## config.mk

```make
export PLATFORM = sky130hd
export DESIGN_NAME = alu
export DESIGN_NICKNAME = d
export VERILOG_FILES = /design/src/source/cpu_pkg.sv /design/src/source/alu.sv
export VERILOG_INCLUDE_DIRS = /design/src /design/src/include
export SDC_FILE = /design/constraint.sdc
export NUM_CORES = 1
export LEC_CHECK = 0
export BUFFER_PORTS_ARGS = -buffer_cell sky130_fd_sc_hd__buf_4
export CORE_MARGIN = 2
export CORE_UTILIZATION = 34
export CTS_CLUSTER_DIAMETER = 150
export DETAILED_ROUTE_END_ITERATION = 10
export GPL_TIMING_DRIVEN = 1
export MAX_ROUTING_LAYER = met4
export PLACE_DENSITY = 0.56
export SETUP_SLACK_MARGIN = 0.05
export SYNTH_ARGS = -nofsm -noshare
export SYNTH_HDL_FRONTEND = slang
export SYNTH_SLANG_ARGS = --single-unit
```

## constraint.sdc

```tcl
create_clock -name clk -period 9.3 [get_ports clk]
set_clock_uncertainty 0.15 [all_clocks]
set_input_delay 1.395 -clock clk [delete_from_list [all_inputs] [get_ports clk]]
set_output_delay 1.395 -clock clk [all_outputs]
set_load 0.05 [all_outputs]
```

## src/include/cpu_params.svh

```systemverilog
`ifndef CPU_PARAMS_SVH
`define CPU_PARAMS_SVH

`define DATA_BITS     32
`define OP_CODE_BITS  6
`define REG_ADDR_BITS 5
`define MEM_ADDR_BITS 8

`define OP_CODE_NOP   6'b000000

// register alu ops, group 00.
`define OP_CODE_ADD   6'b000001
`define OP_CODE_SUB   6'b000010
`define OP_CODE_NOT   6'b000011
`define OP_CODE_AND   6'b000100
`define OP_CODE_OR    6'b000101
`define OP_CODE_NAND  6'b000110
`define OP_CODE_NOR   6'b000111
`define OP_CODE_MOV   6'b001000
`define OP_CODE_SAR   6'b001001
`define OP_CODE_SHR   6'b001010
`define OP_CODE_SHL   6'b001011
`define OP_CODE_XOR   6'b001100
`define OP_CODE_TEST  6'b001101
`define OP_CODE_CMP   6'b001110

// immediate forms, same low bits in group 01.
`define OP_CODE_ADDI  6'b010001
`define OP_CODE_SUBI  6'b010010
`define OP_CODE_NOTI  6'b010011
`define OP_CODE_ANDI  6'b010100
`define OP_CODE_ORI   6'b010101
`define OP_CODE_NANDI 6'b010110
`define OP_CODE_NORI  6'b010111
`define OP_CODE_MOVI  6'b011000
`define OP_CODE_SARI  6'b011001
`define OP_CODE_SHRI  6'b011010
`define OP_CODE_SHLI  6'b011011
`define OP_CODE_XORI  6'b011100
`define OP_CODE_TESTI 6'b011101
`define OP_CODE_CMPI  6'b011110

// memory, group 10.
`define OP_CODE_LW    6'b100000
`define OP_CODE_LA    6'b100001
`define OP_CODE_SW    6'b100010
`define OP_CODE_SA    6'b100011

// jumps, group 11.
`define OP_CODE_JMP   6'b110000
`define OP_CODE_JE    6'b110001
`define OP_CODE_JNE   6'b110010
`define OP_CODE_JL    6'b110011
`define OP_CODE_JLE   6'b110100
`define OP_CODE_JG    6'b110101
`define OP_CODE_JGE   6'b110110
`define OP_CODE_JZ    6'b110111
`define OP_CODE_JNZ   6'b111000
`define OP_CODE_JO    6'b111001
`define OP_CODE_JR    6'b111010

`endif

```

## src/source/cpu_pkg.sv

```systemverilog
package cpu_pkg;

  // order matches the low opcode bits of the alu groups.
  typedef enum logic [3:0] {
    ALU_OP_NOP, ALU_OP_ADD, ALU_OP_SUB, ALU_OP_NOT,
    ALU_OP_AND, ALU_OP_OR, ALU_OP_NAND, ALU_OP_NOR,
    ALU_OP_MOV, ALU_OP_SAR, ALU_OP_SHR, ALU_OP_SHL,
    ALU_OP_XOR, ALU_OP_TEST, ALU_OP_CMP
  } alu_op_t;

  typedef enum logic [1:0] {
    MEM_OP_NOP, MEM_OP_READ, MEM_OP_WRITE
  } mem_op_t;

  typedef enum logic [3:0] {
    JMP_OP_NOP, JMP_OP_J, JMP_OP_JEQ, JMP_OP_JNE,
    JMP_OP_JL, JMP_OP_JLE, JMP_OP_JG, JMP_OP_JGE,
    JMP_OP_JZ, JMP_OP_JNZ, JMP_OP_JO, JMP_OP_JR
  } jmp_op_t;

  typedef struct packed {
    logic zero;
    logic sign;
    logic overflow;
  } flags_t;

endpackage

```

## src/source/alu.sv

```systemverilog
`include "cpu_params.svh"

module alu (
  input  logic                  clk,
  input  logic                  reset,
  input  logic                  exec,
  input  cpu_pkg::alu_op_t      alu_op,
  input  logic [`DATA_BITS-1:0] operand_a,
  input  logic [`DATA_BITS-1:0] operand_b,
  output logic [`DATA_BITS-1:0] result,
  output cpu_pkg::flags_t       flags
);

  import cpu_pkg::*;

  localparam int msb = `DATA_BITS - 1;

  logic   [4:0] shamt;
  flags_t       next_flags;

  assign shamt = operand_b[4:0]; // low 5 bits only.

  always_comb begin
    case (alu_op)
      ALU_OP_ADD:               result = operand_a + operand_b;
      ALU_OP_SUB, ALU_OP_CMP:   result = operand_a - operand_b;
      ALU_OP_NOT:               result = ~operand_a;
      ALU_OP_AND, ALU_OP_TEST:  result = operand_a & operand_b;
      ALU_OP_OR:                result = operand_a | operand_b;
      ALU_OP_NAND:              result = ~(operand_a & operand_b);
      ALU_OP_NOR:               result = ~(operand_a | operand_b);
      ALU_OP_XOR:               result = operand_a ^ operand_b;
      ALU_OP_MOV:               result = operand_b;
      ALU_OP_SAR:               result = $signed(operand_a) >>> shamt;
      ALU_OP_SHR:               result = operand_a >> shamt;
      ALU_OP_SHL:               result = operand_a << shamt;
      default:                  result = '0;
    endcase
  end

  always_comb begin
    next_flags.zero = (result == '0);
    next_flags.sign = result[msb];
    case (alu_op)
      // same operand signs, result sign flipped.
      ALU_OP_ADD: next_flags.overflow = (operand_a[msb] == operand_b[msb]) &&
                                        (result[msb] != operand_a[msb]);
      ALU_OP_SUB, ALU_OP_CMP:
        next_flags.overflow = (operand_a[msb] != operand_b[msb]) &&
                              (result[msb] != operand_a[msb]);
      default: next_flags.overflow = 1'b0;
    endcase
  end

  // mov and nop leave the flags alone.
  always_ff @(posedge clk) begin
    if (reset) begin
      flags <= '0;
    end else if (exec && alu_op != ALU_OP_NOP && alu_op != ALU_OP_MOV) begin
      flags <= next_flags;
    end
  end

endmodule

```

==> results of run 1 <==
-- worst max-delay path: cells and delay by family --
| family | cells | cell delay, ns |
|---|---|---|
| simple gates | 7 | 2.10 |
| compound gates | 4 | 1.23 |
| buf+inv | 3 | 0.83 |
| fa+ha+maj | 2 | 0.74 |
| xor+xnor | 1 | 0.14 |
-- logic make-up after synthesis --
kind of cell	share of synthesized area [%]
buffers and inverters	8.05
multiplexers	18.2
XOR/XNOR	6.69
adder cells (fa/ha/maj)	12.1
AND/OR/NAND/NOR	22.8
AO/OA/AOI/OAI	31.6
flip-flops	0.588
-- synthesized netlist by cell type (all sizes together) (15+ instances only) --
cell    instances
nor3           30
ha             97
o21ai          92
clkbuf        100
mux4           38
nand2         136
a21oi         100
o211ai         30
o22ai          30
nor2          117
a221oi         15
a211oi         21
a21o           15
nand4          23
inv            75
nand2b         21
nand3          32
xor2           23
nor2b          19
mux2i          72
buf            26
mux2           25
a22oi          25
xnor2          55
-- power breakdown --
part           switching, mW  internal [mW]  leakage, nW
Clock                 0.0108         0.0565       0.0382
Sequential          0.000233         0.0134       0.0243
Combinational          0.574          0.288         4.48
Total                  0.585          0.358         4.55
-- final cells by class --
cell class | instances | area [um^2]
Inverter | 78 | 293
Fill cell | 3256 | 18400
Sequential cell | 3 | 60.1
Timing Repair Buffer | 128 | 961
Antenna cell | 2 | 5.00
Clock buffer | 4 | 78.8
Tap cell | 390 | 488
Multi-Input combinational cell | 1248 | 9350
-- final timing paths --
path                      to  slack [ns]  cells past startpoint
setup reg to reg    flags[0]        8.52                      2
hold reg to reg     flags[2]        0.37                      2
hold / removal      flags[2]        0.37                      2
setup / recovery  result[31]        1.28                     17
-- metal layers --
| metal | GRT usage, % | up-vias |
|---|---|---|
| met3 | 3.11 | 114 |
| met4 | 8.95 | 0 |
| met2 | 53.0 | 773 |
| li1 | - | 5556 |
| met5 | - | - |
| met1 | 49.0 | 6193 |
-- metrics by stage --
step | instance area [um^2] | worst slack (ns) | utilization [%] | cells
6_report | 11200 | 1.28 | 37.9 | 1853
3_3_place_gp | 11200 | 1.41 | 37.6 | 1847
3_5_place_dp | 11200 | 1.42 | 37.6 | 1847
4_1_cts | 11200 | 1.38 | 37.9 | 1851
5_1_grt | 11200 | 1.07 | 37.9 | 1853
2_1_floorplan | 10200 | 0.833 | - | 1455
==> impl_results.md, run 1 <==
* Status: finished clean
* RSZ-0062 raised after global routing: false
* CTS tree: built
* Hold wc startpoint: flags[2]
* Setup Crit Path Kind: input port to output port
* Synth async-reset ratio at 0%
* CTS buffer count at 3
* Top cell type's share of synthesized area at 11.9%
* CP max stage delay at 0.58 ns
* Max FFs per register at 3
* R2r startpoint: flags[0]
* Initial Utilization at 34.4%
* Peak supply drop at 0.0000654 V
* Setup tns final at 0 ns
* WP data required at 7.76 ns
* Post-CTS Setup Bufs at 0
* Largest Register: flags
* Root Buffer: clkbuf_16
* Reg clk slew, reported paths at about 0.03 ns
* Synthesis-to-layout area growth at 10.0%
* DR iter-0 viols at 1989
* Core Box Area at 29600 um^2
* Buffer depth of the longest clock path at 2
* Clk_lat worst skew at 0.22 ns
* Total number of vias at 12600
* Final ANT Viol Nets at 0
* CTS resizes at 0
* Relative slew slack at 25.6%
* Min-delay worst type: register to register
* Syn Inst Count at between 1000 and 1500
* WL/cell at 29.6 um
* PortBufs at 105
* PwrDens at 84.0 nW/um^2
* GRT overflow at 0
* Hpwl dp at 42600 um
* I/O pin count at 106
* Final #Nets at 1631
* Crit path capture type: output port
* FF+latch count, synth at 3
* Ys flop type: dfxtp_1
* CTS Hold Bufs at 0
* Residual DRC at 0
* Synth cell types at 83
* CP max-delay cell: nor4_1
* Largest cells by area after synthesis: ha_1 12%, mux4_2 8.4%, mux2i_1 7.1%, nand2_1 5.0%, a21oi_1 4.9%
* Syn_nets at 1624
* Critical-path maximum fanout at 35
* Die W at 177 um
* Final Cycle Share at 86.3%
* Endpoints failing setup at 0
* Met3 Wirelength at 4970 um
* GP Congestion at 0.990
* Overall power at 943 uW
* Final hold vios at 0
* Die Area at 31400 um^2
* First-pass GRT wire length at 79400 um
* DIE HEIGHT at 177 um
* Met1 wire length at around 24000 um
* Sink Count at 3
* Fin Hold WS at about 0.37 ns
* Leading area contributor after synthesis: ha_1
* Via density per instance at 6.82
* Biggest regs: flags: 3 flops
* Maxcap violations at 0
* Critical path, cell by cell: buf_4, inv_1, ha_1, nand4_1, nor4_1, nand4_1, nor3_1, nor2_1, xnor2_1, ha_1, nand2_1, nor4_1, a41oi_1, a211oi_1, o31ai_1, a31o_4, buf_4
* H-tree Lvls at 1
* Layout cell share with drive strength beyond 1 at 14.9%
* EDFF count, synth at 0
* Pre-Repair DR Iteration Count at 7
* Fmax at 125 MHz
* Commonest non-fill, non-tap cell in the layout: nand2_1
* Mean Syn Cell Area at 7.02 um^2
* Site row count at 63
* GRT Total Usage at 34.7%
* Synthesized area at around 10000 um^2
* CP startpoint kind: input port
* Leakage at 4.55 nW
* Initial antenna violation count at 3
* Final Slew Violations at 0
* Largest net degree at the start of global routing at 80
* Synth warn at 0
* Crit path from: operand_b[1]
* Crit path arrival time at 6.48 ns
* Most frequent cells in the layout: 136 x nand2_1, 128 x buf_4, 117 x nor2_1
* Met2 routed WL at 24100 um
* Vias in the first global route at 11500
* Seq/Total Area, Yosys at less than 1%
* Tmin final at 8.02 ns
* Total wire length at 54800 um
* Least-Margin Pin Slew at 1.09 ns
* Highest Signal Layer: met4
Power figures use the tool's default switching activity.
==> run 2, diff against run 1 <==
--- a/config.mk
+++ b/config.mk
@@ -13,7 +13,7 @@
 export DETAILED_ROUTE_END_ITERATION = 10
 export GPL_TIMING_DRIVEN = 1
 export MAX_ROUTING_LAYER = met4
-export PLACE_DENSITY = 0.56
+export PLACE_DENSITY = 0.58
 export SETUP_SLACK_MARGIN = 0.05
 export SYNTH_ARGS = -nofsm -noshare
 export SYNTH_HDL_FRONTEND = slang
==> constraint.sdc (replaced) <==
create_clock -name clk -period 6.9 [get_ports clk]
set_clock_uncertainty 0.15 [all_clocks]
set_input_delay 1.035 -clock clk [delete_from_list [all_inputs] [get_ports clk]]
set_output_delay 1.035 -clock clk [all_outputs]
set_load 0.05 [all_outputs]
==> impl_results.md, run 2 (synthesis gave the netlist of run 1 again) <==
* Hold Crit Depth at 2 (unchanged)
* Clk_lat worst skew at 0.22 ns (about the same)
* Least-Margin Pin Slew at 1.02 ns (was 1.09 ns)
* Fill count at 3224 (was 3256)
* Max FFs per register at 3 (unchanged)
* DP Worst Slack at 0.256 ns (was 1.42 ns)
* Tmin final at 6.61 ns
* PortBufs at 105 (unchanged)
* CTS tree: built (unchanged)
* Final ANT Viol Nets at 0 (unchanged)
* CTS Hold Bufs at 0 (unchanged)
* Min-delay worst type: register to register (unchanged)
* Total number of vias at 12900 (was 12600)
* Peak supply drop at 0.000123 V (was 0.0000654 V)
* Pre-Repair DR Iteration Count at 6 (was 7)
* Site row count at 63 (unchanged)
* # diodes at 0 (was 2)
* Status: finished clean (unchanged)
* DR iter-0 viols at 2074 (was 1989)
* Commonest non-fill, non-tap cell in the layout: buf_4 (was nand2_1)
* R2r setup slk at 6.11 ns (was 8.52 ns)
* Die W at 177 um (unchanged)
* WL/cell at 29.3 um (was 29.6 um)
* Hold wc startpoint: flags[0] (was flags[2])
* Sequential cell area at 60.1 um^2 (unchanged)
* First-pass GRT wire length at 80200 um (was 79400 um)
* H-tree Lvls at 1 (unchanged)
* GRT Total Usage at 34.8% (was 34.7%)
* Final Slew Violations at 0 (unchanged)
* RSZ-0062 raised after global routing: true (was false)
* Initial Utilization at 34.4% (unchanged)
* Largest Register: flags (unchanged)
* Hpwl dp at 42700 um (was 42600 um)
* Worst reg-to-reg path cell count at 2 (unchanged)
* GRT overflow at 0 (unchanged)
* GP Congestion at 1.08 (was 0.990)
* Residual DRC at 0 (unchanged)
* Critical-path maximum fanout at 7 (was 35)
* Final #Nets at 1666 (was 1631)
* Final Cycle Share at 95.8%
* Endpoints failing setup at 0 (unchanged)
* Vias in the first global route at 11700 (was 11500)
* Multi-input logic area at 9400 um^2 (was 9350 um^2)
* Maxcap violations at 0 (unchanged)
* Root Buffer: clkbuf_16 (unchanged)
* Crit path capture type: output port (unchanged)
* PwrDens at 113 nW/um^2 (was 84.0 nW/um^2)
* CP startpoint kind: input port (unchanged)
* Synthesis-to-layout area growth at 13.0% (was 10.0%)
* CTS buffer count at 3 (unchanged)
* Most frequent cells in the layout: 163 x buf_4, 136 x nand2_1, 117 x nor2_1 (was 136 x nand2_1, 128 x buf_4, 117 x nor2_1)
* Leakage at 4.73 nW (was 4.55 nW)
* Initial antenna violation count at 0 (was 3)
* Setup tns final at 0 ns (unchanged)
* Die Area at 31400 um^2 (unchanged)
* Biggest regs: flags: 3 flops (unchanged)
* Layout cell share with drive strength beyond 1 at 17.4% (was 14.9%)
* Crit path arrival time at 5.42 ns (was 6.48 ns)
* R2r startpoint: flags[0] (unchanged)
* I/O pin count at 106 (unchanged)
* Via density per instance at 6.84 (was 6.82)
* Relative slew slack at 31.8% (was 25.6%)
* Total wire length at 55300 um (was 54800 um)
* Final hold vios at 0 (unchanged)
* Buffer depth of the longest clock path at 2 (unchanged)
* Sink Count at 3 (unchanged)
* WP data required at 5.71 ns (was 7.76 ns)
* R2r endpoint: flags[0] (unchanged)
* Fmax at 151 MHz
* Setup ws final at 0.292 ns (was 1.28 ns)
* Largest net degree at the start of global routing at 79 (was 80)
* Core Box Area at 29600 um^2 (unchanged)
* Reg clk slew, reported paths at 0.03 ns (about the same)
* DIE HEIGHT at 177 um (unchanged)
* Setup Crit Path Kind: input port to output port (unchanged)
* Worst Hold End: flags[0] (was flags[2])
-- run 2: changes by cell type in the layout (fill, tap and decap cells not counted), moves of 2 or more --
cell,delta
o21ai_1,+2
o21ai_2,+3
diode_2,-2
buf_4,+35
o21ai_0,-5
-- run 2: area by class of cell --
| type | instances | area share [%] |
|---|---|---|
| flip-flops and latches | 3 | 0.520 |
| multi-input cells | 1248 | 81.4 |
| clock buffers | 4 | 0.683 |
| repair buffers | 163 | 10.6 |
| well taps | 390 | 4.23 |
| inverters | 78 | 2.54 |
-- run 2: timing repair --
action                     4_1_cts  5_1_grt
setup endpoints to repair        0        3
gates resized for setup          0        4
buffers inserted                 0        0
-- run 2: worst max-delay path by stage --
| stage | from | cells after the start | end | slack, ns |
|---|---|---|---|---|
| 2_1_floorplan | operand_b[0] | 21 | result[27] | 0.12 |
| 3_3_place_gp | operand_b[7] | 16 | result[31] | 0.29 |
| 3_5_place_dp | operand_b[7] | 17 | result[27] | 0.26 |
| 4_1_cts | operand_b[7] | 17 | result[27] | 0.25 |
| 5_1_grt | operand_b[7] | 16 | result[30] | 0.05 |
| 6_report | operand_b[7] | 16 | result[30] | 0.29 |
-- run 2: worst max-delay path: stages --
cell and delay (ns):
buf_4 0.14, or4_4 0.55, or3_4 0.38, or3_4 0.38, or3_2 0.42, a21oi_1 0.18, xnor2_1 0.14, ha_1 0.33
o2111ai_1 0.32, nor2_1 0.08, nor4_1 0.23, a21oi_1 0.19, a311oi_2 0.31, mux2_2 0.37, o21ai_2 0.14, buf_4 0.22
-- run 2: per-stage QoR --
step	cells	instance area, um^2	util, %	power (mW)	hold slack (ns)
after global placement	1882	11400	38.6	1.17	0.357
after global routing	1886	11500	38.9	1.37	0.419
final	1886	11500	38.9	1.30	0.380
after detailed placement	1882	11400	38.6	1.18	0.361
after floorplan	1455	10200	-	0.771	0.581
after CTS	1886	11500	38.9	1.27	0.384
-- run 2: power by group --
| group | internal (mW) | total (mW) | switching, mW |
|---|---|---|---|
| combinational | 0.412 | 1.19 | 0.782 |
| clock | 0.0762 | 0.0919 | 0.0156 |
| sequential | 0.0181 | 0.0185 | 0.000393 |
-- run 2: metal layers --
metal	global-route usage (%)	share of wire, %	vias to the layer above	wire length [um]
li1	-	-	5623	-
met1	49.3	43	6344	23800
met2	53.1	44	811	24400
met3	2.91	9.4	114	5190
met4	9.15	3.4	0	1890
met5	-	0	-	0
==> run 3, diff against run 2 <==
--- a/config.mk
+++ b/config.mk
@@ -12,8 +12,8 @@
 export CTS_CLUSTER_DIAMETER = 150
 export DETAILED_ROUTE_END_ITERATION = 10
 export GPL_TIMING_DRIVEN = 1
-export MAX_ROUTING_LAYER = met4
 export PLACE_DENSITY = 0.58
+export RECOVER_POWER = 50
 export SETUP_SLACK_MARGIN = 0.05
 export SYNTH_ARGS = -nofsm -noshare
 export SYNTH_HDL_FRONTEND = slang
==> impl_results.md, run 3 (synthesis gave the netlist of run 1 again) <==
* Least-Margin Pin Slew at 1.78 ns (was 1.02 ns)
* Hpwl dp at 42100 um (was 42700 um)
* Final Cycle Share at 96.4% (was 95.8%)
* PwrDens at 113 nW/um^2 (about the same)
* First-pass GRT wire length at 80100 um (was 80200 um)
* Failing checks: max-capacitance violations, max-slew violations
* Leakage at 4.66 nW (was 4.73 nW)
* CP max stage delay at 0.55 ns (about the same)
* Final ANT Viol Nets at 0 (unchanged)
* CP startpoint kind: input port (unchanged)
* CTS resizes at 0 (unchanged)
* Min-delay worst type: register to register (unchanged)
* CP max-delay cell: or4_4 (unchanged)
* Biggest regs: flags: 3 flops (unchanged)
* PortBufs at 105 (unchanged)
* Via density per instance at 6.85 (was 6.84)
* Overall power at 1.29 mW (was 1.30 mW)
* Fmax at 150 MHz (was 151 MHz)
* Reg clk slew, reported paths at 0.03 ns (about the same)
* Critical-path maximum fanout at 7 (unchanged)
* Die Area at 31400 um^2 (unchanged)
* Setup ws final at 0.251 ns (was 0.292 ns)
* Relative slew slack at -18.9% (was 31.8%)
* Initial antenna violation count at 0 (unchanged)
* Total number of vias at 12900 (about the same)
* WL/cell at 29.0 um (was 29.3 um)
* CTS buffer count at 3 (unchanged)
* Die W at 177 um (unchanged)
* Critical path, cell by cell: buf_4, or4_4, or3_4, or3_4, or3_2, a21oi_1, xnor2_1, ha_1, o21ai_0, nor2_1, o211a_1, a41oi_1, a211oi_1, or4_4, a31o_4, buf_4 (was buf_4, or4_4, or3_4, or3_4, or3_2, a21oi_1, xnor2_1, ha_1, o2111ai_1, nor2_1, nor4_1, a21oi_1, a311oi_2, mux2_2, o21ai_2, buf_4)
* DIE HEIGHT at 177 um (unchanged)
* WP data required at 5.71 ns (about the same)
* Layout cell share with drive strength beyond 1 at 16.4% (was 17.4%)
* Residual DRC at 0 (unchanged)
* Core Box Area at 29600 um^2 (unchanged)
* Final hold vios at 0 (unchanged)
* Clk_lat worst skew at 0.22 ns (about the same)
* Buffer depth of the longest clock path at 2 (unchanged)
* Largest net degree at the start of global routing at 100 (was 79)
* Post-CTS Setup Bufs at 0 (unchanged)
* WP buf/inv at 2 (unchanged)
* Setup Crit Path Kind: input port to output port (unchanged)
* Crit path arrival time at 5.46 ns (was 5.42 ns)
* Status: finished, violations left (was finished clean)
* Vias in the first global route at 12200 (was 11700)
* GRT overflow at 0 (unchanged)
* Peak supply drop at 0.0000896 V (was 0.000123 V)
* Final #Nets at 1660 (was 1666)
* Fin Hold WS at 0.365 ns (was 0.380 ns)
* Pre-Repair DR Iteration Count at 7 (was 6)
* I/O pin count at 106 (unchanged)
* Crit path capture type: output port (unchanged)
* # diodes at 0 (unchanged)
* GP Congestion at 1.05 (was 1.08)
* CTS Hold Bufs at 0 (unchanged)
* Total wire length at 54600 um (was 55300 um)
* Site row count at 63 (unchanged)
* Largest Register: flags (unchanged)
* Tmin final at 6.65 ns (was 6.61 ns)
* Most frequent cells in the layout: 142 x buf_4, 136 x nand2_1, 117 x nor2_1 (was 163 x buf_4, 136 x nand2_1, 117 x nor2_1)
* Setup tns final at 0 ns (unchanged)
* H-tree Lvls at 1 (unchanged)
* Maxcap violations at 2 (was 0)
* RSZ-0062 raised after global routing: true (unchanged)
* Sink Count at 3 (unchanged)
* Synthesis-to-layout area growth at 12.1% (was 13.0%)
* CTS tree: built (unchanged)
* Initial Utilization at 34.4% (unchanged)
* DR iter-0 viols at 1861 (was 2074)
* Root Buffer: clkbuf_16 (unchanged)
* Commonest non-fill, non-tap cell in the layout: buf_4 (unchanged)
* GRT Total Usage at 33.8% (was 34.8%)
* Cell family with most CP delay: simple AND/OR/NAND/NOR gates (unchanged)
* Endpoints failing setup at 0 (unchanged)
* DP Worst Slack at 0.220 ns (was 0.256 ns)
* Final Slew Violations at 92 (was 0)
* Max FFs per register at 3 (unchanged)
==> run 3: layer usage <==
layer	part of all wire [%]	track usage, %	vias to the layer above
li1	-	-	5599
met1	42	47.5	6300
met2	44	52.5	836
met3	11	4.71	140
met4	4.1	11.7	0
met5	0	0	-
==> run 3: metrics by stage <==
stage | util [%] | area, um^2 | std cells
finish | 38.6 | 11400 | 1880
floorplan | - | 10200 | 1455
global route | 38.6 | 11400 | 1880
CTS | 38.8 | 11500 | 1880
global placement | 38.5 | 11400 | 1876
detailed placement | 38.5 | 11400 | 1876
==> run 3: power breakdown <==
part	switching, mW	internal (mW)
registers	0.000346	0.0181
clock network	0.0152	0.0762
logic	0.778	0.404
==> run 3: cell type report <==
class	instances	area, um^2
flip-flops and latches	3	60.1
well taps	390	488
clock buffers	4	78.8
repair buffers	157	1140
multi-input cells	1248	9390
fillers	3289	18200
inverters	78	293
==> run 3: worst paths after layout <==
kind | start | to | slack (ns) | cells after the start
setup / recovery | operand_b[7] | result[31] | 0.25 | 16
hold / removal | flags[1] | flags[1] | 0.37 | 2
setup reg to reg | flags[2] | flags[2] | 6.11 | 2
hold reg to reg | flags[1] | flags[1] | 0.37 | 2
==> run 3: worst register-to-register path, stage by stage (launching register included) <==
cell and delay (ns):
dfxtp_1 0.30, nand3b_1 0.12, o41ai_2 0.09
