--- src/include/cpu_params.svh ---
`ifndef CPU_PARAMS_SVH
`define CPU_PARAMS_SVH

`define DATA_BITS     32
`define OP_CODE_BITS  6
`define REG_ADDR_BITS 5
`define MEM_ADDR_BITS 8

`define OP_CODE_NOP   6'b000000

// register alu ops, group 00.
`define OP_CODE_ADD   6'b000001
`define OP_CODE_SUB   6'b000010
`define OP_CODE_NOT   6'b000011
`define OP_CODE_AND   6'b000100
`define OP_CODE_OR    6'b000101
`define OP_CODE_NAND  6'b000110
`define OP_CODE_NOR   6'b000111
`define OP_CODE_MOV   6'b001000
`define OP_CODE_SAR   6'b001001
`define OP_CODE_SHR   6'b001010
`define OP_CODE_SHL   6'b001011
`define OP_CODE_XOR   6'b001100
`define OP_CODE_TEST  6'b001101
`define OP_CODE_CMP   6'b001110

// immediate forms, same low bits in group 01.
`define OP_CODE_ADDI  6'b010001
`define OP_CODE_SUBI  6'b010010
`define OP_CODE_NOTI  6'b010011
`define OP_CODE_ANDI  6'b010100
`define OP_CODE_ORI   6'b010101
`define OP_CODE_NANDI 6'b010110
`define OP_CODE_NORI  6'b010111
`define OP_CODE_MOVI  6'b011000
`define OP_CODE_SARI  6'b011001
`define OP_CODE_SHRI  6'b011010
`define OP_CODE_SHLI  6'b011011
`define OP_CODE_XORI  6'b011100
`define OP_CODE_TESTI 6'b011101
`define OP_CODE_CMPI  6'b011110

// memory, group 10.
`define OP_CODE_LW    6'b100000
`define OP_CODE_LA    6'b100001
`define OP_CODE_SW    6'b100010
`define OP_CODE_SA    6'b100011

// jumps, group 11.
`define OP_CODE_JMP   6'b110000
`define OP_CODE_JE    6'b110001
`define OP_CODE_JNE   6'b110010
`define OP_CODE_JL    6'b110011
`define OP_CODE_JLE   6'b110100
`define OP_CODE_JG    6'b110101
`define OP_CODE_JGE   6'b110110
`define OP_CODE_JZ    6'b110111
`define OP_CODE_JNZ   6'b111000
`define OP_CODE_JO    6'b111001
`define OP_CODE_JR    6'b111010

`endif

--- src/source/cpu_pkg.sv ---
package cpu_pkg;

  // order matches the low opcode bits of the alu groups.
  typedef enum logic [3:0] {
    ALU_OP_NOP, ALU_OP_ADD, ALU_OP_SUB, ALU_OP_NOT,
    ALU_OP_AND, ALU_OP_OR, ALU_OP_NAND, ALU_OP_NOR,
    ALU_OP_MOV, ALU_OP_SAR, ALU_OP_SHR, ALU_OP_SHL,
    ALU_OP_XOR, ALU_OP_TEST, ALU_OP_CMP
  } alu_op_t;

  typedef enum logic [1:0] {
    MEM_OP_NOP, MEM_OP_READ, MEM_OP_WRITE
  } mem_op_t;

  typedef enum logic [3:0] {
    JMP_OP_NOP, JMP_OP_J, JMP_OP_JEQ, JMP_OP_JNE,
    JMP_OP_JL, JMP_OP_JLE, JMP_OP_JG, JMP_OP_JGE,
    JMP_OP_JZ, JMP_OP_JNZ, JMP_OP_JO, JMP_OP_JR
  } jmp_op_t;

  typedef struct packed {
    logic zero;
    logic sign;
    logic overflow;
  } flags_t;

endpackage

--- src/source/branch_unit.sv ---
`include "cpu_params.svh"

module branch_unit (
  input  logic                  clk,
  input  logic                  reset,
  input  logic                  exec,
  input  cpu_pkg::jmp_op_t      jop,
  input  cpu_pkg::flags_t       flags,
  input  logic [`DATA_BITS-1:0] imm,
  input  logic [`DATA_BITS-1:0] rs_data,
  output logic [`DATA_BITS-1:0] pc
);

  import cpu_pkg::*;

  logic                  taken;
  logic                  less; // signed less than.
  logic [`DATA_BITS-1:0] target;

  assign less   = flags.sign ^ flags.overflow;
  assign target = (jop == JMP_OP_JR) ? rs_data : imm;

  // flags here are still the ones from before this instruction.
  always_comb begin
    case (jop)
      JMP_OP_J, JMP_OP_JR:     taken = 1'b1;
      JMP_OP_JEQ, JMP_OP_JZ:   taken = flags.zero;
      JMP_OP_JNE, JMP_OP_JNZ:  taken = !flags.zero;
      JMP_OP_JL:               taken = less;
      JMP_OP_JLE:              taken = flags.zero || less;
      JMP_OP_JG:               taken = !flags.zero && !less;
      JMP_OP_JGE:              taken = !less;
      JMP_OP_JO:               taken = flags.overflow;
      default:                 taken = 1'b0;
    endcase
  end

  always_ff @(posedge clk) begin
    if (reset) begin
      pc <= '0;
    end else if (exec) begin
      pc <= taken ? target : pc + 1'b1;
    end
  end

endmodule

--- config.mk ---
export PLATFORM = sky130hd
export DESIGN_NAME = branch_unit
export DESIGN_NICKNAME = d
export VERILOG_FILES = /design/src/source/cpu_pkg.sv /design/src/source/branch_unit.sv
export VERILOG_INCLUDE_DIRS = /design/src /design/src/include
export SDC_FILE = /design/constraint.sdc
export NUM_CORES = 1
export LEC_CHECK = 0
export BUFFER_PORTS_ARGS = -buffer_cell sky130_fd_sc_hd__clkbuf_2
export CAP_MARGIN = 20
export CORE_MARGIN = 2
export CORE_UTILIZATION = 55
export CTS_BUF_LIST = sky130_fd_sc_hd__clkbuf_4
export CTS_CLUSTER_DIAMETER = 60
export DETAILED_ROUTE_END_ITERATION = 16
export PLACE_DENSITY_LB_ADDON = 0.05
export SYNTH_ARGS = -nofsm -noshare
export SYNTH_HDL_FRONTEND = slang
export SYNTH_SLANG_ARGS = --single-unit
--- constraint.sdc ---
create_clock -name clk -period 3.4 [get_ports clk]
set_input_delay 0.17 -clock clk [delete_from_list [all_inputs] [get_ports clk]]
set_output_delay 0.17 -clock clk [all_outputs]
set_load 0.01 [all_outputs]
==> results.txt, run 1 <==
The die footprint was 5620 um2; the slew of the pin with the lowest slew margin was 0.801 ns. In this run the worst path has a maximum fanout of 6. The number of antenna violations at the first check in global routing is 0. The reported max-cap violation count is 0, and the power per cell area is 293 nW/um2.

In the final layout, the multi-input gates occupy 1950 um2. Routability-driven placement finished with a final weighted congestion of 0.918. The slowest cell on the critical path is sky130_fd_sc_hd__or4_4. The number of failing hold endpoints at the final stage is 0, and the hold-fix buffer count after cts is 0. For this design, the sink count on the clock tree is 32. The number of nets produced by synthesis is 401, and the clock-pin slew of the registers on the worst-case setup and hold paths is 0.12 ns. The number of antenna diodes was 0. TritonCTS built the clock tree. The logs give 2.55 ns for the critical path arrival and 4790 um2 for the core area. Setup violations remaining at the end of the flow were counted as 0. The synthesized area per cell is 8.49 um2. The count of final max-slew check failures is 0, and the share of Yosys cell area claimed by the top area cell type is 23.1%.

Entering global routing, the biggest net connects 55 pins. Global routing finished with a remaining overflow of 0. Port buffer count: 105.

Internal cell power: 0.000608 W. The number of rows created at floorplan came out at 25. The first detailed-routing pass ran for 5 iterations. For the starting density of the core, the log shows 57.8%.

Number of I/O pins: 106. Worst min-delay path class: primary input to flip-flop. For the via count of the first global-routing pass, the log shows 2733. The tools report the deepest clock path buffer count as 2. The run finished with clean final reports. The half-perimeter wire length after detailed placement was 5.72 mm; the aggregate routed wire length was 7.98 mm. Per report_power, the sequential group accounts for 47.8% of the total.

The synthesized design contains 0 enable-type register cells. Most frequently used flop master after synthesis: sky130_fd_sc_hd__dfxtp_1. After synthesis, the most frequently instantiated cells are sky130_fd_sc_hd__dfxtp_1, sky130_fd_sc_hd__mux2i_1, sky130_fd_sc_hd__nand3_1, sky130_fd_sc_hd__nand2_1.

Relative to the synthesized area, the layout overhead comes to 19.8%. The net load switching power is 0.000362 W, and the share of power burned in combinational logic is 30.7%. The required arrival time at the worst endpoint came out at 3.65 ns.

The post-synthesis cell area was 2770 um2. The first global-routing pass estimated 12.8 mm of wire. Setup repair after global routing left no endpoint under its margin. In this run, post-CTS repair resized a total of 0 instances.

The cell sitting at the root of the clock tree is a sky130_fd_sc_hd__clkbuf_4. The total track usage is 29.2%, and the routed wirelength normalized by instance count is 16.6 um. Detailed routing inserted a total of 3158 vias.

The floorplan die width is 74.9 um, and the cell count after synthesis is 326. The H-tree was split into 2 levels. The number of vias per cell was 6.55; the number of buffers inserted to repair setup after CTS was 0.

The number of buffers created by CTS was 5; the fmax was 435 MHz. The post-synthesis sequential element count came out at 32. Yosys attributes the largest share of cell area to sky130_fd_sc_hd__dfxtp_1, sky130_fd_sc_hd__mux2i_1, sky130_fd_sc_hd__o311ai_1. The worst setup path is of the flip-flop to flip-flop kind. For this run, the number of Yosys warnings is 0. For the number of different library cells in the post-synthesis netlist, the log shows 61.

The fraction of registers with async set/reset is 0%. The register with the most flip-flops in the layout has 32 of them. Of the cells placed in the final design, the portion with a size suffix greater than 1 is 33.7%. Once detail routing completed, the nets flagged for antenna violations numbered 0. The largest register by flop count was pc. In the final layout, the registers with the most flip-flops are pc x32. For the worst-skew pair, the clock arrives at the later sink with an insertion delay of 0.35 ns. Hold timing on the final database bottoms out at a slack of 0.143 ns. The worst path needs 2.30 ns of the cycle, external delays included. In this run the static leakage power is 1.48 nW. After the last flow step, the layout net total stands at 492.

The switching share of total power is 37.3%. Across the VDD grid, the largest voltage drop is 0.000175 V. STA classifies the critical path startpoint as a flip-flop. The worst path uses 67.6% of the clock period.

The largest stage delay on the critical path works out to 0.57 ns. Summed over all instances, the cell type with the most area after synthesis is sky130_fd_sc_hd__dfxtp_1. The run gives 413 as the layout filler cell count. Summing all flip-flop and latch instances after layout gives 641 um2. The share of the Yosys chip area taken by registers is 23.1%. The final routed DRC violation total was 0; the count of routing violations after the opening detailed-route iteration was 241. Max-slew headroom at the worst pin: 46.5%.

The worst setup path is captured at a flip-flop. The signal on the critical path passes through ha_1, nand3_1, or4_4, nor4_2, mux2i_1, nor3_1, a311o_1. The setup slack of the most critical reg-to-reg path was 1.10 ns; the fraction of power consumed by the clock network was 21.5%. The final worst clock skew was 0.0190 ns; the aggregate negative setup slack was 0 ns. The floorplan die height is 74.9 um.
metal layers:
metal	GRT usage (%)	up-vias	wire, um
met5	0	-	0
met4	10.3	0	89
met3	5.76	9	665
met2	48.5	154	3860
met1	37.7	1473	3370
li1	-	1522	-
path summary, 6_finish.rpt:
kind / to / startpoint / depth (start not counted)
max: pc[24] / pc[0] / 7
min: pc[10] / rs_data[10] / 3
min reg2reg: pc[22] / pc[22] / 2
max reg2reg: pc[24] / pc[0] / 7
power groups by stage:
stage | clock, W | combinational [W] | sequential (W)
after global routing | 0.000226 | 0.000327 | 0.000471
after CTS | 0.000204 | 0.000298 | 0.000462
after floorplan | 0 | 0.000184 | 0.000475
after global placement | 0 | 0.000292 | 0.000470
final | 0.000209 | 0.000298 | 0.000464
after detailed placement | 0 | 0.000297 | 0.000471
final cells by class:
class,instances,area share [%]
clock buffer,5,1.13
inverter,7,0.793
timing repair buffer,112,17.4
tap,67,2.53
sequential,32,19.3
multi-input combinational,259,58.8
cells by family (layout without fill, tap and decap cells):
group,Yosys count,in the layout,share of synthesized area (%)
AOI/OAI and AO/OA,77,77,22.9
xor gates and xnor gates,1,1,0.317
adders and majority gates,1,1,0.452
buffers and inverters,35,124,6.46
DFF,32,32,23.1
muxes,40,40,14.9
and+or+nand+nor,140,140,31.8
layout by cell type, fill, tap and decap left out, drive strengths merged, types with 2 or more instances in the layout:
cell type  synthesis  layout
o311ai            17      17
clkbuf            16     110
o2111ai            2       2
inv                7       7
or3                2       2
a21oi              8       8
nor4b              7       7
nor2              17      17
a221oi             2       2
or4b               4       4
a311o              2       2
buf               12       7
a32oi             12      12
nor3              13      13
nand4b             3       3
mux2               7       7
dfxtp             32      32
nor4              15      15
nand3             21      21
mux2i             33      33
and3              13      13
o221a              2       2
a31oi              6       6
o31ai              6       6
o21ai             10      10
nand2             19      19
nand4             16      16
and4               2       2
metrics by stage:
step / cells / instance area [um2] / utilization (%) / total power [W] / setup WS [ns]
after global routing: 482 / 3310 / 69.3 / 0.00102 / 0.900
after CTS: 482 / 3310 / 69.3 / 0.000964 / 1.12
after floorplan: 326 / 2770 / - / 0.000659 / 1.17
final: 482 / 3310 / 69.3 / 0.000971 / 1.10
after global placement: 477 / 3280 / 68.5 / 0.000762 / 1.17
after detailed placement: 477 / 3280 / 68.5 / 0.000768 / 1.13
critical path, delay by kind of cell, from the launching register on:
kind | cells | cell delay (ns)
flip-flops | 1 | 0.42
multiplexers | 1 | 0.22
adder cells (fa/ha/maj) | 1 | 0.20
AO/OA/AOI/OAI | 1 | 0.32
AND/OR/NAND/NOR | 4 | 1.05
Note: power is estimated with default switching activity, not from simulation.
==> inputs of run 2 (changes only) <==
--- a/config.mk
+++ b/config.mk
@@ -9,7 +9,7 @@
 export BUFFER_PORTS_ARGS = -buffer_cell sky130_fd_sc_hd__clkbuf_2
 export CAP_MARGIN = 20
 export CORE_MARGIN = 2
-export CORE_UTILIZATION = 55
+export CORE_UTILIZATION = 51
 export CTS_BUF_LIST = sky130_fd_sc_hd__clkbuf_4
 export CTS_CLUSTER_DIAMETER = 60
 export DETAILED_ROUTE_END_ITERATION = 16
==> constraint.sdc (replaced) <==
create_clock -name clk -period 2.3 [get_ports clk]
set_input_delay 0.115 -clock clk [delete_from_list [all_inputs] [get_ports clk]]
set_output_delay 0.115 -clock clk [all_outputs]
set_load 0.01 [all_outputs]
==> run 2 against run 1 <==
Against the previous run:
- global-route usage is 0.33 points lower
- worst setup slack worse by 0.93 ns
- cell area grew 5.7%
- via count rose by 3.1%
- sequential cell count unchanged
- combinational power up 73%
- hold slack worse by 0.048 ns
- register-to-register slack got worse by 0.93 ns
- die area grew 7.4%
==> results.txt, run 2 (synthesized netlist as in run 1, its figures left out) <==
The run finished with clean final reports. Global routing finished with a remaining overflow of 0. In this run the power density over the cells is 430 nW/um2.

The aggregate negative setup slack was 0 ns. The H-tree generated during clock tree synthesis spans 2 levels. The floorplan die width was 77.7 um; the number of vias in the routed layout was 3256.

The half-perimeter wire length after detailed placement is 6.35 mm, and the area added between synthesis and finish is 26.5%. Post-CTS timing repair inserted 0 buffers for setup. The worst hold path begins at rs_data[17].

At the pin with the least slew margin, the transition time is 0.472 ns. The aggregate routed wire length was 8.68 mm; the port buffer count was 105. The share of total power dissipated in sequential elements is 44.4%. The cell depth of the worst flop-to-flop path works out to 7. In the routed design, unresolved DRC markers number 0. The worst register-to-register path ends at pc[24]. The layout has 465 filler cells. Critical path arrival: 2.38 ns. Of the total power, the clock network draws 21.4%. Overall power consumption after layout is estimated at 0.00151 W. Clock-pin slew was measured on the worst setup and hold paths at 0.11 ns. The global placer's final weighted congestion is 0.893.

The worst slack after detailed placement is 0.180 ns, and the final net count is 513. Of the cells placed in the final design, the portion with a size suffix greater than 1 is 37.1%. The core region is 5170 um2. In the layout the commonest cells are sky130_fd_sc_hd__clkbuf_2, sky130_fd_sc_hd__mux2i_1, sky130_fd_sc_hd__dfxtp_1.

In this run, post-CTS repair resized a total of 0 instances. The count of final max-slew check failures was 0. The count of routing violations after the opening detailed-route iteration was 235; the max-slew headroom at the worst pin was 68.3%. The number of I/O pins is 106, and the maximum fanout encountered on the critical timing path is 3. In the final routed layout, each cell accounts on average for 17.1 um. The number of hold buffers added after CTS was 0. The worst register-to-register path has a setup slack of 0.17 ns. The worst setup path is captured at a flip-flop. The clock passes through at most 2 buffers. The tools report the net load switching power as 0.000557 W. The final core utilization was 67.7%. The worst voltage drop across the vdd grid came out at 0.000256 V. The pre-antenna-repair detailed-routing pass consisted of 5 iterations.

The first global-routing pass estimated 14.3 mm of wire. TritonCTS built the clock tree. Clock root buffer: sky130_fd_sc_hd__clkbuf_4. The run gives 38 as the maximum number of pins on one net before global-route repair. The most common cell after layout, fill and taps aside is sky130_fd_sc_hd__clkbuf_2. For the final setup slack of the worst path, the log shows 0.169 ns. For the via count of the first global-routing pass, the log shows 3047. The die footprint is 6030 um2, and the leakage dissipation is 1.60 nW. In this run the cell area measured after placement is 3450 um2.

The register with the most flip-flops in the layout has 32 of them. The floorplan has 26 rows. The tools report the number of buffers created by CTS as 5. The tools report the sort of element at the start of the critical path as a flip-flop. The worst min-delay path class is primary input to flip-flop.

Setup repair after global routing left no endpoint under its margin. Setup violations remaining at the end of the flow were counted as 0. At the later pin of the worst-skew pair, clock insertion delay measures 0.35 ns.

The die is 77.7 um tall. For this design, the slowest cell found on the critical path is sky130_fd_sc_hd__or4_4. Ranked by flip-flop count, first place goes to pc.

The clock net in this run drives a total of 32 sinks. The number of vias per cell came out at 6.40. Startpoint of the worst-slack reg-to-reg timing path: pc[1]. Launch point of the critical path: pc[1]. For hold timing, the worst endpoint is pc[17]. Final worst clock skew: 0.00843 ns. At the worst endpoint, the required time is 2.55 ns. The minimum clock period after layout works out to 2.13 ns.

The internal cell power was 0.000949 W; the fraction of the cycle the final worst path needs was 92.7%. For this run, the total global-route usage over all layers was measured as 28.9%. The tools report the number of failing hold endpoints at the final stage as 0.

The initial utilization of the core area, before any placement, comes to 53.5%. The run gives 0 as the number of antenna violations at the first check in global routing. In the final layout, the registers with the most flip-flops are pc x32. Walking the worst path, the cells encountered are ha_1, nand3_1, or4_4, nor4_2, mux2i_1, nor3_1, a311o_1. The tools report the final instance area as 3500 um2. Max-cap violations in this run came to 0.

The tools report the fmax as 469 MHz. The critical path start-end classification was flip-flop to flip-flop. The worst hold path cell count is 3. The number of antenna diodes in the final layout is 0. The kind of cell with the highest combined delay along the critical path is simple AND/OR/NAND/NOR gates.

The detail route stage leaves a number of antenna-violating nets equal to 0. The critical path contains buffers and inverters numbering 0 combined. The switching share of total power is 37.0%. The largest single stage delay on the critical path is 0.54 ns.

In this run, the combinational gates consume 34.2% of the power.
[run 2: cell count changes in the layout (fill, tap and decap cells not counted)]
cell,previous run,this run
sky130_fd_sc_hd__buf_4,7,27
sky130_fd_sc_hd__buf_12,0,1
sky130_fd_sc_hd__clkinv_2,0,2
sky130_fd_sc_hd__clkinv_1,0,1
[run 2: worst max-delay path by stage]
stage          endpoint  slack (ns)  cells after the start
2_1_floorplan    pc[24]        0.07                      7
3_3_place_gp     pc[24]        0.24                      7
3_5_place_dp     pc[24]        0.18                      7
4_1_cts          pc[24]        0.17                      7
5_1_grt          pc[24]      0.0001                      7
6_report         pc[24]        0.17                      7
[run 2: area by class of cell]
cell class / instances / area [um2] / share of cell area, %
inverter: 7 / 26.3 / 0.750
multi-input combinational: 259 / 1950 / 55.6
timing repair buffer: 133 / 748 / 21.4
clock inverter: 3 / 13.8 / 0.393
sequential: 32 / 641 / 18.3
clock buffer: 5 / 37.5 / 1.07
tap: 70 / 87.6 / 2.50
[run 2: worst register-to-register path: cells and delay by family (launching register included)]
family	cells	cell delay [ns]
simple gates	4	0.97
flops	1	0.36
compound gates	1	0.32
mux	1	0.21
fa+ha+maj	1	0.18
[run 2: per-stage QoR]
| step | hold slack, ns | cells |
|---|---|---|
| after global placement | 0.452 | 501 |
| after detailed placement | 0.471 | 501 |
| after global routing | 0.113 | 509 |
| after CTS | 0.0902 | 509 |
| after floorplan | 0.332 | 326 |
| final | 0.0952 | 509 |
[run 2: power groups by stage]
stage | combinational (W) | clock (W) | sequential [W]
4_1_cts | 0.000512 | 0.000328 | 0.000666
3_5_place_dp | 0.000510 | 0 | 0.000679
5_1_grt | 0.000561 | 0.000345 | 0.000676
3_3_place_gp | 0.000501 | 0 | 0.000677
6_report | 0.000515 | 0.000323 | 0.000668
2_1_floorplan | 0.000272 | 0 | 0.000702
[run 2: per-layer routing]
| layer | GRT usage [%] | vias to the layer above | wire length [um] |
|---|---|---|---|
| li1 | - | 1563 | - |
| met1 | 36.5 | 1548 | 3730 |
| met2 | 51.4 | 139 | 4310 |
| met3 | 4.42 | 6 | 589 |
| met4 | 6.61 | 0 | 61 |
| met5 | 0 | - | 0 |
==> inputs of run 3 (changes only) <==
--- a/config.mk
+++ b/config.mk
@@ -9,11 +9,11 @@
 export BUFFER_PORTS_ARGS = -buffer_cell sky130_fd_sc_hd__clkbuf_2
 export CAP_MARGIN = 20
 export CORE_MARGIN = 2
-export CORE_UTILIZATION = 51
-export CTS_BUF_LIST = sky130_fd_sc_hd__clkbuf_4
+export CORE_UTILIZATION = 50
+export CTS_BUF_LIST = sky130_fd_sc_hd__clkbuf_8 sky130_fd_sc_hd__clkbuf_16
 export CTS_CLUSTER_DIAMETER = 60
 export DETAILED_ROUTE_END_ITERATION = 16
-export PLACE_DENSITY_LB_ADDON = 0.05
+export PLACE_DENSITY = 0.81
 export SYNTH_ARGS = -nofsm -noshare
 export SYNTH_HDL_FRONTEND = slang
 export SYNTH_SLANG_ARGS = --single-unit
==> run 3 against run 2 <==
Against the previous run:
- sequential cell count did not move
- fmax fell by 1.4%
- register-to-register slack got worse by 0.03 ns
- clock skew barely moved
- power rose by 15%
- die area rose by 1.9%
- cell area rose by 1.3%
- non-clock buffer count fell by 2
- utilization fell by 2.5 points
- largest cell class unchanged
==> results.txt, run 3 (synthesized netlist as in run 1, its figures left out) <==
For this block, the initial DRC count from the detailed router was 231. For the count of final max-slew check failures, the log shows 0. STA classifies the critical path endpoint as a flip-flop. The run gives 509 as the post-route non-filler standard cell count. Summing all non-filler instances in the final layout gives an area of 3550 um2. The register with the most flip-flops in the layout has 32 of them. The internal portion of the total power is 0.00115 W. Counting the fill cells in the layout gives 493. The logs give 3440 um2 for the area of placed instances and 2 for the deepest clock path buffer count. The largest register by flop count is pc. The run gives 65.2% as the final core utilization.

Registers take 641 um2. The max-slew headroom at the worst pin is 60.8%. Combinational cells account for 29.2% of the total power. The library cell used most frequently in the layout, excluding fill and tap cells, is sky130_fd_sc_hd__clkbuf_2. The routed layout has 3357 vias. At the worst endpoint, the required time is 2.49 ns. The logs give 0 for the total of endpoints with negative setup slack in the final report and 38 for the maximum number of pins on one net before global-route repair.

The design draws 0.00173 W. The tools report the clock root buffer as sky130_fd_sc_hd__clkbuf_8. After detailed routing, the total wire length is 8.78 mm.

The tools report the routing usage on met1 as 35.6%. The logs give 2 for the deepest level of the CTS H-tree and 0 for the final routed DRC violation total. Summed over all layers, the global routing overflow is 0. Buffers placed on the I/O ports in this run total 105.

Sequential cells burn 39.0% of the power. The instance count after placement with tap cells included was 501. The tightest min-delay check is of the primary input to flip-flop type.

Clock skew on the completed layout was measured at 0.00797 ns. Clock latency on the worst-skew pair, taken at its later pin, is 0.29 ns. In this run the core area contains 27 standard-cell rows. The initial utilization of the core area, before any placement, comes to 50.9%. The logs give 0.953 for the global placer's final weighted congestion and 0 for the reported max-cap violation count. Fraction of final layout cells sized beyond drive strength 1: 36.8%. Relative to the synthesized area, the layout overhead comes to 28.1%. Number of buffers created by CTS: 5. For the net load switching power, the log shows 0.000584 W. In this run, post-CTS hold repair placed 0 buffers. The total track usage is 28.8%. The first detailed-routing pass ran for 5 iterations. For this run, global-route usage on met3 was measured as 5.17%. The core area was 5440 um2. The first global-routing pass estimated 14.3 mm of wire. The number of vias per cell is 6.60, and the leakage dissipation is 1.62 nW.

TritonCTS built the clock tree. Once the clock tree was built, the setup fixing pass inserted 0 buffers. The global routing stage identified its most utilized layer as met2.

The clock-pin slew of the registers on the worst-case setup and hold paths was 0.07 ns; the worst voltage drop across the vdd grid was 0.000324 V. The power per cell area is 488 nW/um2. At the end of the flow, the number of nets in the layout was 511. Setup repair after global routing left no endpoint under its margin. For this run, global-route usage on met2 was measured as 49.7%.

After clock tree synthesis, the repair step resized 0 gates. In the layout the commonest cells are sky130_fd_sc_hd__clkbuf_2, sky130_fd_sc_hd__mux2i_1, sky130_fd_sc_hd__dfxtp_1. Dividing the final minimum period by the clock period gives 94.0%.

At the worst endpoint, the arrival time is 2.35 ns. The switching share of total power works out to 33.7%. The sort of element at the start of the critical path is a flip-flop.

The flow ran to the end, and the final reports show no timing, DRC or antenna violations. The floorplan die width is 78.4 um, and the die footprint is 6150 um2. The largest registers in the layout are pc x32.

The number of antenna violations at the first check in global routing was 0. Summed over all failing endpoints, the final setup total negative slack is 0 ns. The maximum fanout encountered on the critical timing path is 3. Number of clock sinks: 32. The critical path is of the flip-flop to flip-flop type.

The number of antenna diodes in the final layout is 0. The count of nets left with antenna violations once routing finished came out at 0. The tools report the number of I/O pins as 106. The number of failing hold endpoints at the final stage is 0.

Dividing the detail-routed wire length by the instance count gives 17.2 um. Derived from the worst setup path, the maximum achievable clock frequency is 463 MHz. For the pin with the worst max-slew slack, the measured transition is 0.587 ns.

The area occupied by multi-input gates came out at 1950 um2. For the via count of the first global-routing pass, the log shows 3136. The floorplan die height was 78.4 um; the fraction of power consumed by the clock network was 31.8%. Detailed placement finished with a half-perimeter wire length of 6.41 mm. The smallest clock period supported by the final layout is computed as 2.16 ns.
-- run 3: cell types whose count changed in the layout (fill, tap and decap cells not counted), sizes merged --
cell    change
clkinv      -2
bufinv      +1
inv         +1
buf         -2
-- run 3: path summary, 6_finish.rpt --
kind / from / endpoint / slack, ns / cells after the start
worst max-delay path: pc[0] / pc[24] / 0.14 / 7
worst min-delay path: rs_data[26] / pc[26] / 0.16 / 3
worst max register to register: pc[0] / pc[24] / 0.14 / 7
worst min register to register: pc[22] / pc[22] / 0.54 / 2
-- run 3: metal layers --
layer | wire [um] | vias up
met5 | 0 | -
met4 | 207 | 0
met3 | 809 | 25
met2 | 4250 | 206
met1 | 3510 | 1568
li1 | - | 1558
-- run 3: worst max-delay path, stage by stage, from the launching register on --
cell and delay [ns]:
sky130_fd_sc_hd__dfxtp_1 0.34, sky130_fd_sc_hd__ha_1 0.18, sky130_fd_sc_hd__nand3_1 0.12, sky130_fd_sc_hd__or4_4 0.54
sky130_fd_sc_hd__nor4_2 0.27, sky130_fd_sc_hd__mux2i_1 0.23, sky130_fd_sc_hd__nor3_1 0.06, sky130_fd_sc_hd__a311o_1 0.32
-- run 3: stage by stage --
step,hold WS [ns],setup slack [ns]
global placement,0.458,0.240
CTS,0.157,0.129
floorplan,0.332,0.0745
detailed placement,0.470,0.140
global route,0.174,0.0256
finish,0.155,0.139
-- run 3: final cells by class --
| type | count | area share [%] |
|---|---|---|
| timing repair buffer | 131 | 20.7 |
| inverter | 7 | 0.741 |
| clock buffer | 5 | 1.94 |
| sequential | 32 | 18.1 |
| multi-input combinational | 259 | 54.9 |
| clock inverter | 3 | 1.09 |
| tap | 72 | 2.54 |
-- run 3: power groups by stage --
stage                     Combinational [W]  Clock [W]  Sequential [W]
after floorplan                    0.000272          0        0.000702
after global placement             0.000485          0        0.000680
after detailed placement           0.000498          0        0.000684
after CTS                          0.000501   0.000544        0.000672
after global routing               0.000549   0.000583        0.000681
final                              0.000505   0.000552        0.000675
